[src/sbuf_config.svh]
`ifndef SBUF_CONFIG_SVH
`define SBUF_CONFIG_SVH

// Store burst buffer sizing

// Entries held in the burst buffer, power of two
`define SBUF_DEPTH 16

// Largest burst issued to memory, in beats
`define SBUF_BURST_LEN 4

// Store tag coming from the issue side
`define SBUF_TAG_W 6

// One store data word
`define SBUF_DATA_W 32

`endif

[src/lsu_types_pkg.sv]
`include "sbuf_config.svh"

// Types seen on the store side of the load-store unit
package lsu_types_pkg;

    // Committed store data word
    typedef logic [`SBUF_DATA_W-1:0] data_word_t;

    // Tag of the store operation, matched at writeback
    typedef logic [`SBUF_TAG_W-1:0] store_tag_t;

    // Byte address, word aligned
    typedef logic [31:0] store_addr_t;

    // Occupancy 0 to depth, one bit over the pointers
    typedef logic [$clog2(`SBUF_DEPTH):0] buf_count_t;

endpackage : lsu_types_pkg

[src/mem_bus_pkg.sv]
`include "sbuf_config.svh"

// Types seen on the memory write bus
package mem_bus_pkg;

    // Byte address of the first beat
    typedef logic [31:0] mem_addr_t;

    // Beats in one burst, 1 to burst length
    typedef logic [$clog2(`SBUF_BURST_LEN):0] burst_len_t;

endpackage : mem_bus_pkg

[src/burst_buffer.sv]
`timescale 1ns/1ps

`include "sbuf_config.svh"

module burst_buffer (
    input  logic                     clk_i,
    input  logic                     rst_n_i,
    input  logic                     flush_i,
    input  logic                     push_i,       // Store enters the buffer
    input  logic                     pull_i,       // Oldest word leaves
    input  lsu_types_pkg::data_word_t data_i,
    input  lsu_types_pkg::store_tag_t tag_i,        // Tag of pushed store
    input  lsu_types_pkg::store_tag_t valid_tag_i,  // Tag written back
    input  logic                     valid_i,      // Writeback strobe
    output lsu_types_pkg::data_word_t data_o,       // Registered read
    output lsu_types_pkg::buf_count_t size_o,
    output logic                     valid_o       // Every entry validated
);

    import lsu_types_pkg::*;

    localparam int unsigned DEPTH = `SBUF_DEPTH;
    localparam int unsigned PTR_W = $clog2(DEPTH);

    logic [PTR_W-1:0] push_ptr;  // Next free slot
    logic [PTR_W-1:0] pull_ptr;  // Oldest entry
    buf_count_t       count;     // One bit wider than pointers

    data_word_t mem [DEPTH];     // Circular data storage
    store_tag_t last_tag;        // Tag of the youngest store

    // Pointers wrap naturally at the power-of-two depth
    always_ff @(posedge clk_i) begin
        if (!rst_n_i) begin
            push_ptr <= '0;
            pull_ptr <= '0;
        end else if (flush_i) begin
            push_ptr <= '0;
            pull_ptr <= '0;
        end else begin
            if (push_i) begin
                push_ptr <= push_ptr + 1'b1;
            end
            if (pull_i) begin
                pull_ptr <= pull_ptr + 1'b1;
            end
        end
    end

    always_ff @(posedge clk_i) begin
        if (!rst_n_i) begin
            count <= '0;
        end else if (flush_i) begin
            count <= '0;
        end else begin
            case ({push_i, pull_i})
                2'b10:   count <= count + 1'b1;
                2'b01:   count <= count - 1'b1;
                default: count <= count;  // Both or neither, no change
            endcase
        end
    end

    assign size_o = count;

    always_ff @(posedge clk_i) begin
        if (push_i) begin
            mem[push_ptr] <= data_i;
        end
    end

    // Word shows up one cycle after the pull
    always_ff @(posedge clk_i) begin
        if (pull_i) begin
            data_o <= mem[pull_ptr];
        end
    end

    always_ff @(posedge clk_i) begin
        if (push_i) begin
            last_tag <= tag_i;
        end
    end

    // Writeback of the youngest tag validates all older entries too
    always_ff @(posedge clk_i) begin
        if (!rst_n_i) begin
            valid_o <= 1'b0;
        end else if (flush_i) begin
            valid_o <= 1'b0;
        end else if (push_i) begin
            valid_o <= 1'b0;  // New entry not yet validated
        end else if (valid_i && (valid_tag_i == last_tag)) begin
            valid_o <= 1'b1;
        end
    end

endmodule : burst_buffer

[src/burst_address_unit.sv]
`timescale 1ns/1ps

module burst_address_unit (
    input  logic                      clk_i,
    input  logic                      rst_n_i,
    input  logic                      flush_i,
    input  logic                      push_i,
    input  logic                      burst_start_i,  // Folds beats into base
    input  logic                      beat_i,         // One word pulled
    input  lsu_types_pkg::store_addr_t store_addr_i,
    input  logic                      empty_i,        // Buffer holds nothing
    output logic                      contig_o,
    output mem_bus_pkg::mem_addr_t    base_addr_o     // Address of oldest entry
);

    import lsu_types_pkg::*;
    import mem_bus_pkg::*;

    mem_addr_t   burst_base;  // Base at last start or first push
    store_addr_t next_addr;   // Address the next push must carry
    burst_len_t  beat_cnt;    // Beats pulled since burst_base

    // Base moves four bytes per beat pulled
    assign base_addr_o = burst_base + mem_addr_t'({beat_cnt, 2'b00});

    assign contig_o = empty_i || (store_addr_i == next_addr);

    always_ff @(posedge clk_i) begin
        if (!rst_n_i) begin
            beat_cnt <= '0;
        end else if (flush_i) begin
            beat_cnt <= '0;
        end else if (push_i && empty_i) begin
            beat_cnt <= '0;           // Fresh base
        end else if (burst_start_i) begin
            beat_cnt <= '0;           // Folded into burst_base below
        end else if (beat_i) begin
            beat_cnt <= beat_cnt + 1'b1;
        end
    end

    always_ff @(posedge clk_i) begin
        if (push_i && empty_i) begin
            burst_base <= store_addr_i;
        end else if (burst_start_i) begin
            burst_base <= base_addr_o;
        end
    end

    always_ff @(posedge clk_i) begin
        if (push_i) begin
            next_addr <= empty_i ? store_addr_i + 32'd4 : next_addr + 32'd4;
        end
    end

endmodule : burst_address_unit

[src/burst_controller.sv]
`timescale 1ns/1ps

`include "sbuf_config.svh"

module burst_controller (
    input  logic                      clk_i,
    input  logic                      rst_n_i,
    input  logic                      flush_i,
    input  logic                      drain_i,       // Partial burst wanted
    input  logic                      all_valid_i,
    input  logic                      contig_i,
    input  logic                      mem_ready_i,
    input  lsu_types_pkg::buf_count_t count_i,
    input  mem_bus_pkg::mem_addr_t    base_addr_i,
    output logic                      pull_o,
    output logic                      burst_start_o,
    output logic                      beat_o,
    output logic                      mem_start_o,
    output logic                      mem_wvalid_o,
    output logic                      stall_o,
    output mem_bus_pkg::burst_len_t   mem_len_o,
    output mem_bus_pkg::mem_addr_t    mem_addr_o
);

    import lsu_types_pkg::*;
    import mem_bus_pkg::*;

    localparam buf_count_t FULL_COUNT  = buf_count_t'(`SBUF_DEPTH);
    localparam buf_count_t BURST_COUNT = buf_count_t'(`SBUF_BURST_LEN);

    typedef enum logic [1:0] {
        IDLE,
        START,
        BEATS
    } state_t;

    state_t     state;
    state_t     next_state;
    logic       start_cond;   // Burst may begin this cycle
    logic       last_pull;    // Final pull of the burst
    burst_len_t len_q;
    mem_addr_t  addr_q;
    burst_len_t pull_cnt;     // Pulls issued so far
    logic       wvalid_q;     // Pull delayed by read latency

    assign start_cond = all_valid_i &&
                        ((count_i >= BURST_COUNT) || (drain_i && (count_i != '0)));

    assign pull_o    = (state == BEATS) && mem_ready_i;  // Held off while not ready
    assign last_pull = pull_o && ((pull_cnt + 1'b1) == len_q);

    always_comb begin
        next_state = state;
        case (state)
            IDLE:    if (start_cond) next_state = START;
            START:   next_state = BEATS;
            BEATS:   if (last_pull) next_state = IDLE;
            default: next_state = IDLE;
        endcase
    end

    always_ff @(posedge clk_i) begin
        if (!rst_n_i) begin
            state <= IDLE;
        end else if (flush_i) begin
            state <= IDLE;  // Abandon at once
        end else begin
            state <= next_state;
        end
    end

    // Length is the smaller of occupancy and burst size
    always_ff @(posedge clk_i) begin
        if ((state == IDLE) && start_cond) begin
            len_q  <= (count_i >= BURST_COUNT) ? burst_len_t'(BURST_COUNT)
                                               : burst_len_t'(count_i);
            addr_q <= base_addr_i;
        end
    end

    always_ff @(posedge clk_i) begin
        if (!rst_n_i) begin
            pull_cnt <= '0;
        end else if (state == START) begin
            pull_cnt <= '0;
        end else if (pull_o) begin
            pull_cnt <= pull_cnt + 1'b1;
        end
    end

    always_ff @(posedge clk_i) begin
        if (!rst_n_i) begin
            wvalid_q <= 1'b0;
        end else if (flush_i) begin
            wvalid_q <= 1'b0;
        end else begin
            wvalid_q <= pull_o;
        end
    end

    assign burst_start_o = (state == START);
    assign mem_start_o   = (state == START);
    assign mem_len_o     = len_q;
    assign mem_addr_o    = addr_q;
    assign beat_o        = pull_o;   // Base follows each pulled word
    assign mem_wvalid_o  = wvalid_q;

    // Full, busy, or store would break the address run
    assign stall_o = (count_i == FULL_COUNT) || (state != IDLE) || !contig_i;

endmodule : burst_controller

[src/store_burst_unit.sv]
`timescale 1ns/1ps

module store_burst_unit (
    input  logic                      clk_i,
    input  logic                      rst_n_i,
    input  logic                      flush_i,
    input  logic                      store_push_i,
    input  logic                      wb_valid_i,
    input  logic                      drain_i,
    input  logic                      mem_ready_i,
    input  lsu_types_pkg::data_word_t  store_data_i,
    input  lsu_types_pkg::store_addr_t store_addr_i,
    input  lsu_types_pkg::store_tag_t  store_tag_i,
    input  lsu_types_pkg::store_tag_t  wb_tag_i,
    output logic                      store_stall_o,
    output logic                      mem_start_o,
    output logic                      mem_wvalid_o,
    output mem_bus_pkg::mem_addr_t    mem_addr_o,
    output mem_bus_pkg::burst_len_t   mem_len_o,
    output lsu_types_pkg::data_word_t  mem_wdata_o,
    output lsu_types_pkg::buf_count_t  buf_count_o
);

    import lsu_types_pkg::*;
    import mem_bus_pkg::*;

    buf_count_t buf_count;
    logic       buf_empty;
    logic       all_valid;
    logic       pull;         // Controller reads one word
    logic       burst_start;
    logic       beat;
    logic       contig_ok;
    mem_addr_t  base_addr;

    assign buf_empty   = (buf_count == '0);
    assign buf_count_o = buf_count;

    burst_buffer i_burst_buffer (
        .clk_i       (clk_i),
        .rst_n_i     (rst_n_i),
        .flush_i     (flush_i),
        .push_i      (store_push_i),
        .pull_i      (pull),
        .data_i      (store_data_i),
        .tag_i       (store_tag_i),
        .valid_tag_i (wb_tag_i),
        .valid_i     (wb_valid_i),
        .data_o      (mem_wdata_o),  // Lines up with mem_wvalid_o
        .size_o      (buf_count),
        .valid_o     (all_valid)
    );

    burst_address_unit i_burst_address_unit (
        .clk_i         (clk_i),
        .rst_n_i       (rst_n_i),
        .flush_i       (flush_i),
        .push_i        (store_push_i),
        .burst_start_i (burst_start),
        .beat_i        (beat),
        .store_addr_i  (store_addr_i),
        .empty_i       (buf_empty),
        .contig_o      (contig_ok),
        .base_addr_o   (base_addr)
    );

    burst_controller i_burst_controller (
        .clk_i         (clk_i),
        .rst_n_i       (rst_n_i),
        .flush_i       (flush_i),
        .drain_i       (drain_i),
        .all_valid_i   (all_valid),
        .contig_i      (contig_ok),
        .mem_ready_i   (mem_ready_i),
        .count_i       (buf_count),
        .base_addr_i   (base_addr),
        .pull_o        (pull),
        .burst_start_o (burst_start),
        .beat_o        (beat),
        .mem_start_o   (mem_start_o),
        .mem_wvalid_o  (mem_wvalid_o),
        .stall_o       (store_stall_o),
        .mem_len_o     (mem_len_o),
        .mem_addr_o    (mem_addr_o)
    );

endmodule : store_burst_unit

[config.mk]
export PLATFORM = sky130hd
export DESIGN_NAME = store_burst_unit
export DESIGN_NICKNAME = d
export VERILOG_FILES = /design/src/lsu_types_pkg.sv /design/src/mem_bus_pkg.sv /design/src/burst_buffer.sv /design/src/burst_address_unit.sv /design/src/burst_controller.sv /design/src/store_burst_unit.sv
export VERILOG_INCLUDE_DIRS = /design/src
export SDC_FILE = /design/constraint.sdc
export NUM_CORES = 1
export LEC_CHECK = 0
export BUFFER_PORTS_ARGS = -buffer_cell sky130_fd_sc_hd__buf_2
export CORE_MARGIN = 2
export CORE_UTILIZATION = 60
export DETAILED_ROUTE_END_ITERATION = 10
export PLACE_DENSITY_LB_ADDON = 0.15
export SLEW_MARGIN = 30
export SYNTH_ARGS = -nofsm -noshare
export SYNTH_HDL_FRONTEND = slang
export SYNTH_SLANG_ARGS = --single-unit
export TNS_END_PERCENT = 20
[constraint.sdc]
create_clock -name clk_i -period 4.7 [get_ports clk_i]
set_clock_uncertainty 0.2 [all_clocks]
set_input_delay 0.47 -clock clk_i [delete_from_list [all_inputs] [get_ports clk_i]]
set_output_delay 0.47 -clock clk_i [all_outputs]
set_load 0.05 [all_outputs]
# Yosys cells after proc, flatten, opt, wreduce, memory -nomap -nowiden
# Memories as Yosys holds them, arrays and structs flattened. A register that Yosys moved wholly into a read port is not among the register bits.
# Cells that the tools add are included.
dict set report word_totals {
  register_bits 128
  ram_bits 512
  output_inout_bits 75
  elab_cells 67
  mem_count 1
}
# name words width rd rd_clocked_by_memory_dff wr line_no
set mem_list {}
lappend mem_list {i_burst_buffer.mem 16 32 1 1 1 burst_buffer.sv:29} ;# data_word_t mem [DEPTH];
dict set report classes {
  n_addsub 9
  order_cmp 1
  n_eq_ne 10
  mux 9
  n_bitwise 1
  reduce_logical 23
}
# cell count
set op_table {}
lappend op_table {{$mux 32} 3}
lappend op_table {{$add 32x3->32 const B} 2}
lappend op_table {{$add 32x5->32} 1}
lappend op_table {{$eq 32x32->1} 1}
lappend op_table {{$pmux 5 s2} 1}
lappend op_table {{$add 4x1->4 const B} 2}
lappend op_table {{$logic_and 1x1->1} 7}
lappend op_table {{$add 3x1->3 const B} 2}
lappend op_table {{$eq 6x6->1} 1}
lappend op_table {{$pmux 2 s3} 1}
lappend op_table {{$reduce_bool 2->1} 3}
lappend op_table {{$add 5x1->5 const B} 1}
lappend op_table {{$eq 5x5->1 const B} 1}
lappend op_table {{$ge 5x3->1 const B} 1}
lappend op_table {{$logic_not 5->1} 1}
lappend op_table {{$reduce_bool 5->1} 1}
lappend op_table {{$sub 5x1->5 const B} 1}
lappend op_table {{$eq 2x1->1 const B} 2}
lappend op_table {{$eq 2x2->1 const B} 2}
lappend op_table {{$logic_or 1x1->1} 4}
lappend op_table {{$mux 2} 2}
lappend op_table {{$ne 2x1->1 const B} 2}
lappend op_table {{$reduce_or 2->1} 2}
lappend op_table {{$reduce_or 4->1} 1}
lappend op_table {{other kinds (7)} 8}

# Longest topological paths before layout
dict set report depth {
  depth_word 6
  ltp_mapped 13
  depth_no_buf 12
}

# Hierarchy
# Synthesis repeated with hierarchy kept, for this count alone.
dict set report hier_totals {
  hier_cells 1461
  area_unflattened_um2 27274.9
}
# mod instances cells_each area_each_um2 seq_area_each_um2
set by_module_without_submodules {}
lappend by_module_without_submodules {burst_buffer 1 934 21205.3 16796.1}
lappend by_module_without_submodules {burst_address_unit 1 449 4655.7 1981.9}
lappend by_module_without_submodules {burst_controller 1 76 1402.6 1171.1}
lappend by_module_without_submodules {store_burst_unit 1 2 11.3 0.0}

# Worst setup path before layout
# Ideal clock, no wire load.
dict set report synth_path {
  path_kind {register to register}
  startpoint {register i_burst_controller.state[1]}
  endpoint {register i_burst_buffer.count[4], in the netlist i_burst_buffer.size_o[4]}
  setup_ns 0.125
  t_arrival_ns 3.409
  required_time_ns 4.375
  slack_ns 0.966
  stages_incl_launch_ff 14
  path_buffers 1
  path_cell_list {dfxtp_1 nor2b_1 nand2_1 inv_1 clkbuf_1 ha_1 inv_1 fa_1 nor2b_1 o21ai_0 and3_1 nor3_1 xnor2_1 nor2_1}
}
dict set report synth_via {
  elab_chain_cells 4
}
# element line_no
set synth_rtl {}
lappend synth_rtl {{from (decl)} burst_controller.sv:37} ;# state_t state;
lappend synth_rtl {{from (signal assigned)} burst_controller.sv:68} ;# state <= next_state;
lappend synth_rtl {{$eq 2x2->1 *} burst_controller.sv:49} ;# assign pull_o = (state == BEATS) && mem_ready_i;
lappend synth_rtl {{$logic_and 1x1->1 *} burst_controller.sv:49}
lappend synth_rtl {{via beat} store_burst_unit.sv:32} ;# logic beat;
lappend synth_rtl {{$eq 2x1->1 or $eq 2x2->1 (tied branches)} burst_buffer.sv:56} ;# case ({push_i, pull_i})
lappend synth_rtl {{$pmux 5 s2 or $reduce_bool 2->1 (tied branches)} n/a}
lappend synth_rtl {{to (signal assigned)} burst_buffer.sv:57} ;# 2'b10: count <= count + 1'b1;
lappend synth_rtl {{to (signal assigned)} burst_buffer.sv:58} ;# 2'b01: count <= count - 1'b1;
lappend synth_rtl {{to (signal assigned)} burst_buffer.sv:59} ;# default: count <= count;
lappend synth_rtl {{to (decl)} burst_buffer.sv:27} ;# buf_count_t count;
# The timed path passes the listed nets; every way through them passes the cells marked *.
# A chain may end at the register's enable or synchronous reset.

# Worst setup path after layout
dict set report layout_path {
  startpoint {register i_burst_buffer.count[1], in the netlist i_burst_buffer.size_o[1]}
  endpoint {output store_stall_o}
}
dict set report layout_via {
  elab_chain_cells 4
}
# element line_no
set layout_rtl {}
lappend layout_rtl {{$logic_not 5->1} store_burst_unit.sv:36} ;# assign buf_empty = (buf_count == '0);
lappend layout_rtl {{$logic_or 1x1->1} burst_address_unit.sv:26} ;# assign contig_o = empty_i || (store_addr_i == next_addr);
lappend layout_rtl {{$logic_not 1->1} burst_controller.sv:109} ;# assign stall_o = (count_i == FULL_COUNT) || (state != IDLE) || !contig_i;
lappend layout_rtl {{$logic_or 1x1->1 *} burst_controller.sv:109}
lappend layout_rtl {{to (decl)} store_burst_unit.sv:15} ;# output logic store_stall_o,
# Mark *: on every way between the ends. The rest lies on a longest branch, timed or not.

==> results <==
- The number of antenna violations at the first check in global routing came to 3.
- The vias per cell is 6.19.
- For this run, the post-layout net count is about 1700.
- The clock slew seen by the registers of the worst setup and hold paths is approximately 0.060 ns.
- The total power consumption of the routed design is 12.1 mW.
- The reg-to-reg critical path endpoint is i_burst_address_unit.next_addr[22].
- For this design the static power due to leakage is between 10 and 15 nW.
- The mapped netlist covers 27300 sq um.
- The wire length after detailed routing is between 50 and 60 mm.
- When the netlist entered floorplanning its net count stood at 1508.
- The total negative slack for setup checks is 0 ns.
- TritonCTS built the clock tree.
- The first-pass GRT wire length is between 80 and 90 mm.
- Relative to the synthesized area, the layout overhead comes to 13.4%.
- By startpoint and endpoint, the worst setup path is classified as reg2out.
- The worst endpoint required time is 4.03 ns.
- The count of different cell masters after synthesis is between 40 and 50.
- The flow ran to the end, and the final reports show no timing, DRC or antenna violations.
- The library cells used most frequently in the layout, excluding fill and tap cells, are edfxtp_1, mux4_2, buf_2.
- For the worst-skew pair, the clock arrives at the later sink with an insertion delay of around 0.58 ns.
- The via count of the first global-routing pass is between 10000 and 15000.
- The root cell of the clock tree is clkbuf_16.
- The kind of start point of the critical path is a flop.
- In this run the remaining antenna-violating nets after routing total 0.
- Of the available clock period, the critical path in the final layout requires between 60% and 70%.
- The TritonCTS sink count is 672.
- The register-to-register setup slack is 1.44 ns.
- STA classifies the critical path endpoint as an output pin.
- Data arrives at the worst endpoint at 2.60 ns.
- The class of the worst hold path is in2reg.
- For the pin with the worst max-slew slack, the measured transition is 0.859 ns.
- The die is ~220 um wide.
- For this run, design rule violations remaining after detail routing come to 0.
- The most used flip-flop cell after synthesis is edfxtp_1.
- The worst hold endpoint is i_burst_buffer.mem[0][15].
- TritonCTS created 66 clock buffers.
- The count of synthesis-stage warnings from yosys is 0.
- The number of core rows is slightly below 80.
- In the global route stage, overall resource usage came out at between 20 and 30%.
- The depth of the worst register-to-register path is 10.
- The number of DRC violations after detailed-routing iteration 0 is between 1500 and 2000.
- In this run the most critical hold path is launched from store_data_i[15].
- The final setup violation count is 0.
- The number of maximum-capacitance violations is 0.
- VDD sags by at most ~0.32 mV.
- The starting utilization of the core area is between 60% and 70%.
- The overall via count from detail_route is ~14000.
- The number of levels in the clock H-tree is 3.
- The ratio of cells with drive above 1 in the final layout is a little under 30%.
- The worst-case headroom to the max-slew limit is 42.3%.
- The number of slew-limit violations in the final report came to 0.
- The longest clock path from root to sink contains 3 buffers.
- The final count of hold timing violations is 0.
- Dividing total power by cell area gives a power density of ~400 nW/um^2.
- Buffers placed on the I/O ports in this run total around 160.
- Counting flops with an async set or reset pin after synthesis yields a share of 0%.
- The routed wire length per instance is around 26 um.
- The maximum fanout along the worst path is 10.
- The number of storage elements in the synthesis netlist is 672.
- At the end of routability-driven placement, the weighted congestion stood at 0.904.
- The largest net degree at the start of global routing is between 50 and 60.
- The die area is ~47000 sq um.
- The worst path needs roughly 3.3 ns of the cycle, external delays included.
- The commonest non-fill, non-tap cell in the layout is edfxtp_1.
- In this run the critical register-to-register path is launched from i_burst_buffer.size_o[0].
- The final core area utilization is slightly below 70%.
- The core region is between 40000 and 50000 sq um.
- Setup repair after global routing left no endpoint under its margin.
- The HPWL reported at the end of detailed placement is between 30 and 40 mm.
- The overflow left after global routing is 0.
- The first detailed-routing pass took 7 iterations.
- The number of enable-type register cells in the synthesized netlist is about 650.
- The vertical extent of the die is between 200 and 250 um.
- The part of the Yosys area used for sequential elements is 73.0%.
- The average instance area after synthesis is between 15 and 20 sq um.
- The cell count after synthesis is between 1000 and 1500.
- The maximum frequency from static timing analysis is roughly 310 MHz.
- Counting instances, the worst hold path has a depth of 1.
- In this run, post-CTS repair resized a total of 0 instances.
- 158 I/O pins were placed.
registers in the layout, indices dropped and copies added, names as in the netlist:
signal and cells:
i_burst_address_unit.beat_cnt 3, i_burst_address_unit.burst_base 32, i_burst_address_unit.next_addr 32, i_burst_buffer.data_o 32, i_burst_buffer.last_tag 6, i_burst_buffer.mem 512, i_burst_buffer.pull_ptr 4, i_burst_buffer.push_ptr 4
i_burst_buffer.size_o 5, i_burst_buffer.valid_o 1, i_burst_controller.mem_addr_o 32, i_burst_controller.mem_len_o 3, i_burst_controller.mem_wvalid_o 1, i_burst_controller.pull_cnt 3, i_burst_controller.state 2
logic make-up after synthesis:
kind of cell             count (synthesis)  share of synthesized area (%)
adder cells (fa/ha/maj)                 18                          0.880
flip-flops                             672                           73.0
AND/OR/NAND/NOR                        257                           4.80
AO/OA/AOI/OAI                           46                           1.09
XOR/XNOR                               119                           3.82
multiplexers                           211                           15.2
buffers and inverters                   84                           1.20
routing by layer:
| layer | vias up | part of all wire [%] | GRT usage, % | wire length (um) |
|---|---|---|---|---|
| met5 | - | 0.057 | 0 | 33 |
| met2 | 537 | 49 | 41.1 | 28300 |
| met4 | 4 | 2.5 | 7.99 | 1440 |
| li1 | 6063 | - | - | - |
| met3 | 103 | 6.4 | 4.53 | 3720 |
| met1 | 7236 | 42 | 36.3 | 24600 |
cell usage after synthesis (16+ instances only):
master | count | area [sq um]
mux2_2 | 23 | 259
xor2_1 | 49 | 429
nand3_1 | 28 | 140
mux4_2 | 160 | 3600
clkbuf_1 | 34 | 128
dfxtp_1 | 23 | 460
buf_1 | 19 | 71.3
mux2i_1 | 28 | 280
inv_1 | 25 | 93.8
nand2_1 | 51 | 191
nand4_1 | 24 | 150
nor2_1 | 61 | 229
edfxtp_1 | 649 | 19500
xnor2_1 | 70 | 613
ha_1 | 16 | 200
and2_1 | 18 | 113
and3_1 | 25 | 156
per-stage QoR:
step	hold WS, ns	area [sq um]	instances	setup WS [ns]
floorplan	0.200	27300	1407	0.966
finish	0.0569	31000	2254	1.43
global route	0.0471	31000	2254	1.23
CTS	0.0278	31000	2253	1.43
global placement	0.248	28900	2132	1.54
detailed placement	0.206	28900	2132	1.51
how the worst max path moves through the flow:
stage                                               endpoint                         from  cells past startpoint
final                                          store_stall_o     i_burst_buffer.size_o[1]                      7
after global routing                           store_stall_o     i_burst_buffer.size_o[0]                      7
after CTS                                      store_stall_o     i_burst_buffer.size_o[0]                      7
after detailed placement  i_burst_address_unit.next_addr[22]     i_burst_buffer.size_o[0]                     10
after global placement    i_burst_address_unit.next_addr[22]     i_burst_buffer.size_o[0]                     10
after floorplan                     i_burst_buffer.size_o[4]  i_burst_controller.state[1]                     13
report_power, final:
part	internal [mW]	switching (mW)	leakage, nW
sequential	6.67	0.0591	6.10
clock	2.80	2.10	0.972
combinational	0.180	0.275	2.96
critical path, stage by stage (launching register included):
cell and delay, ns:
dfxtp_1 0.41, or4_1 0.38, nand4_1 0.13, nor4_1 0.30
nand4_1 0.15, nor4_1 0.28, o21ai_0 0.14, buf_2 0.23
what timing repair did:
item / CTS / global route
setup endpoints to repair: 0 / 0
buffers inserted: 0 / 0
hold buffers: 9 / 0
hold endpoints to repair: 10 / 0
cell type report:
type,instances,area [sq um]
diodes,1,2.50
clock buffers,85,1800
clock inverters,27,190
fillers,2887,14200
inverters,26,97.6
multi-input cells,651,7080
flip-flops and latches,672,20000
well taps,600,751
repair buffers,192,1110
Power figures use the tool's default switching activity.
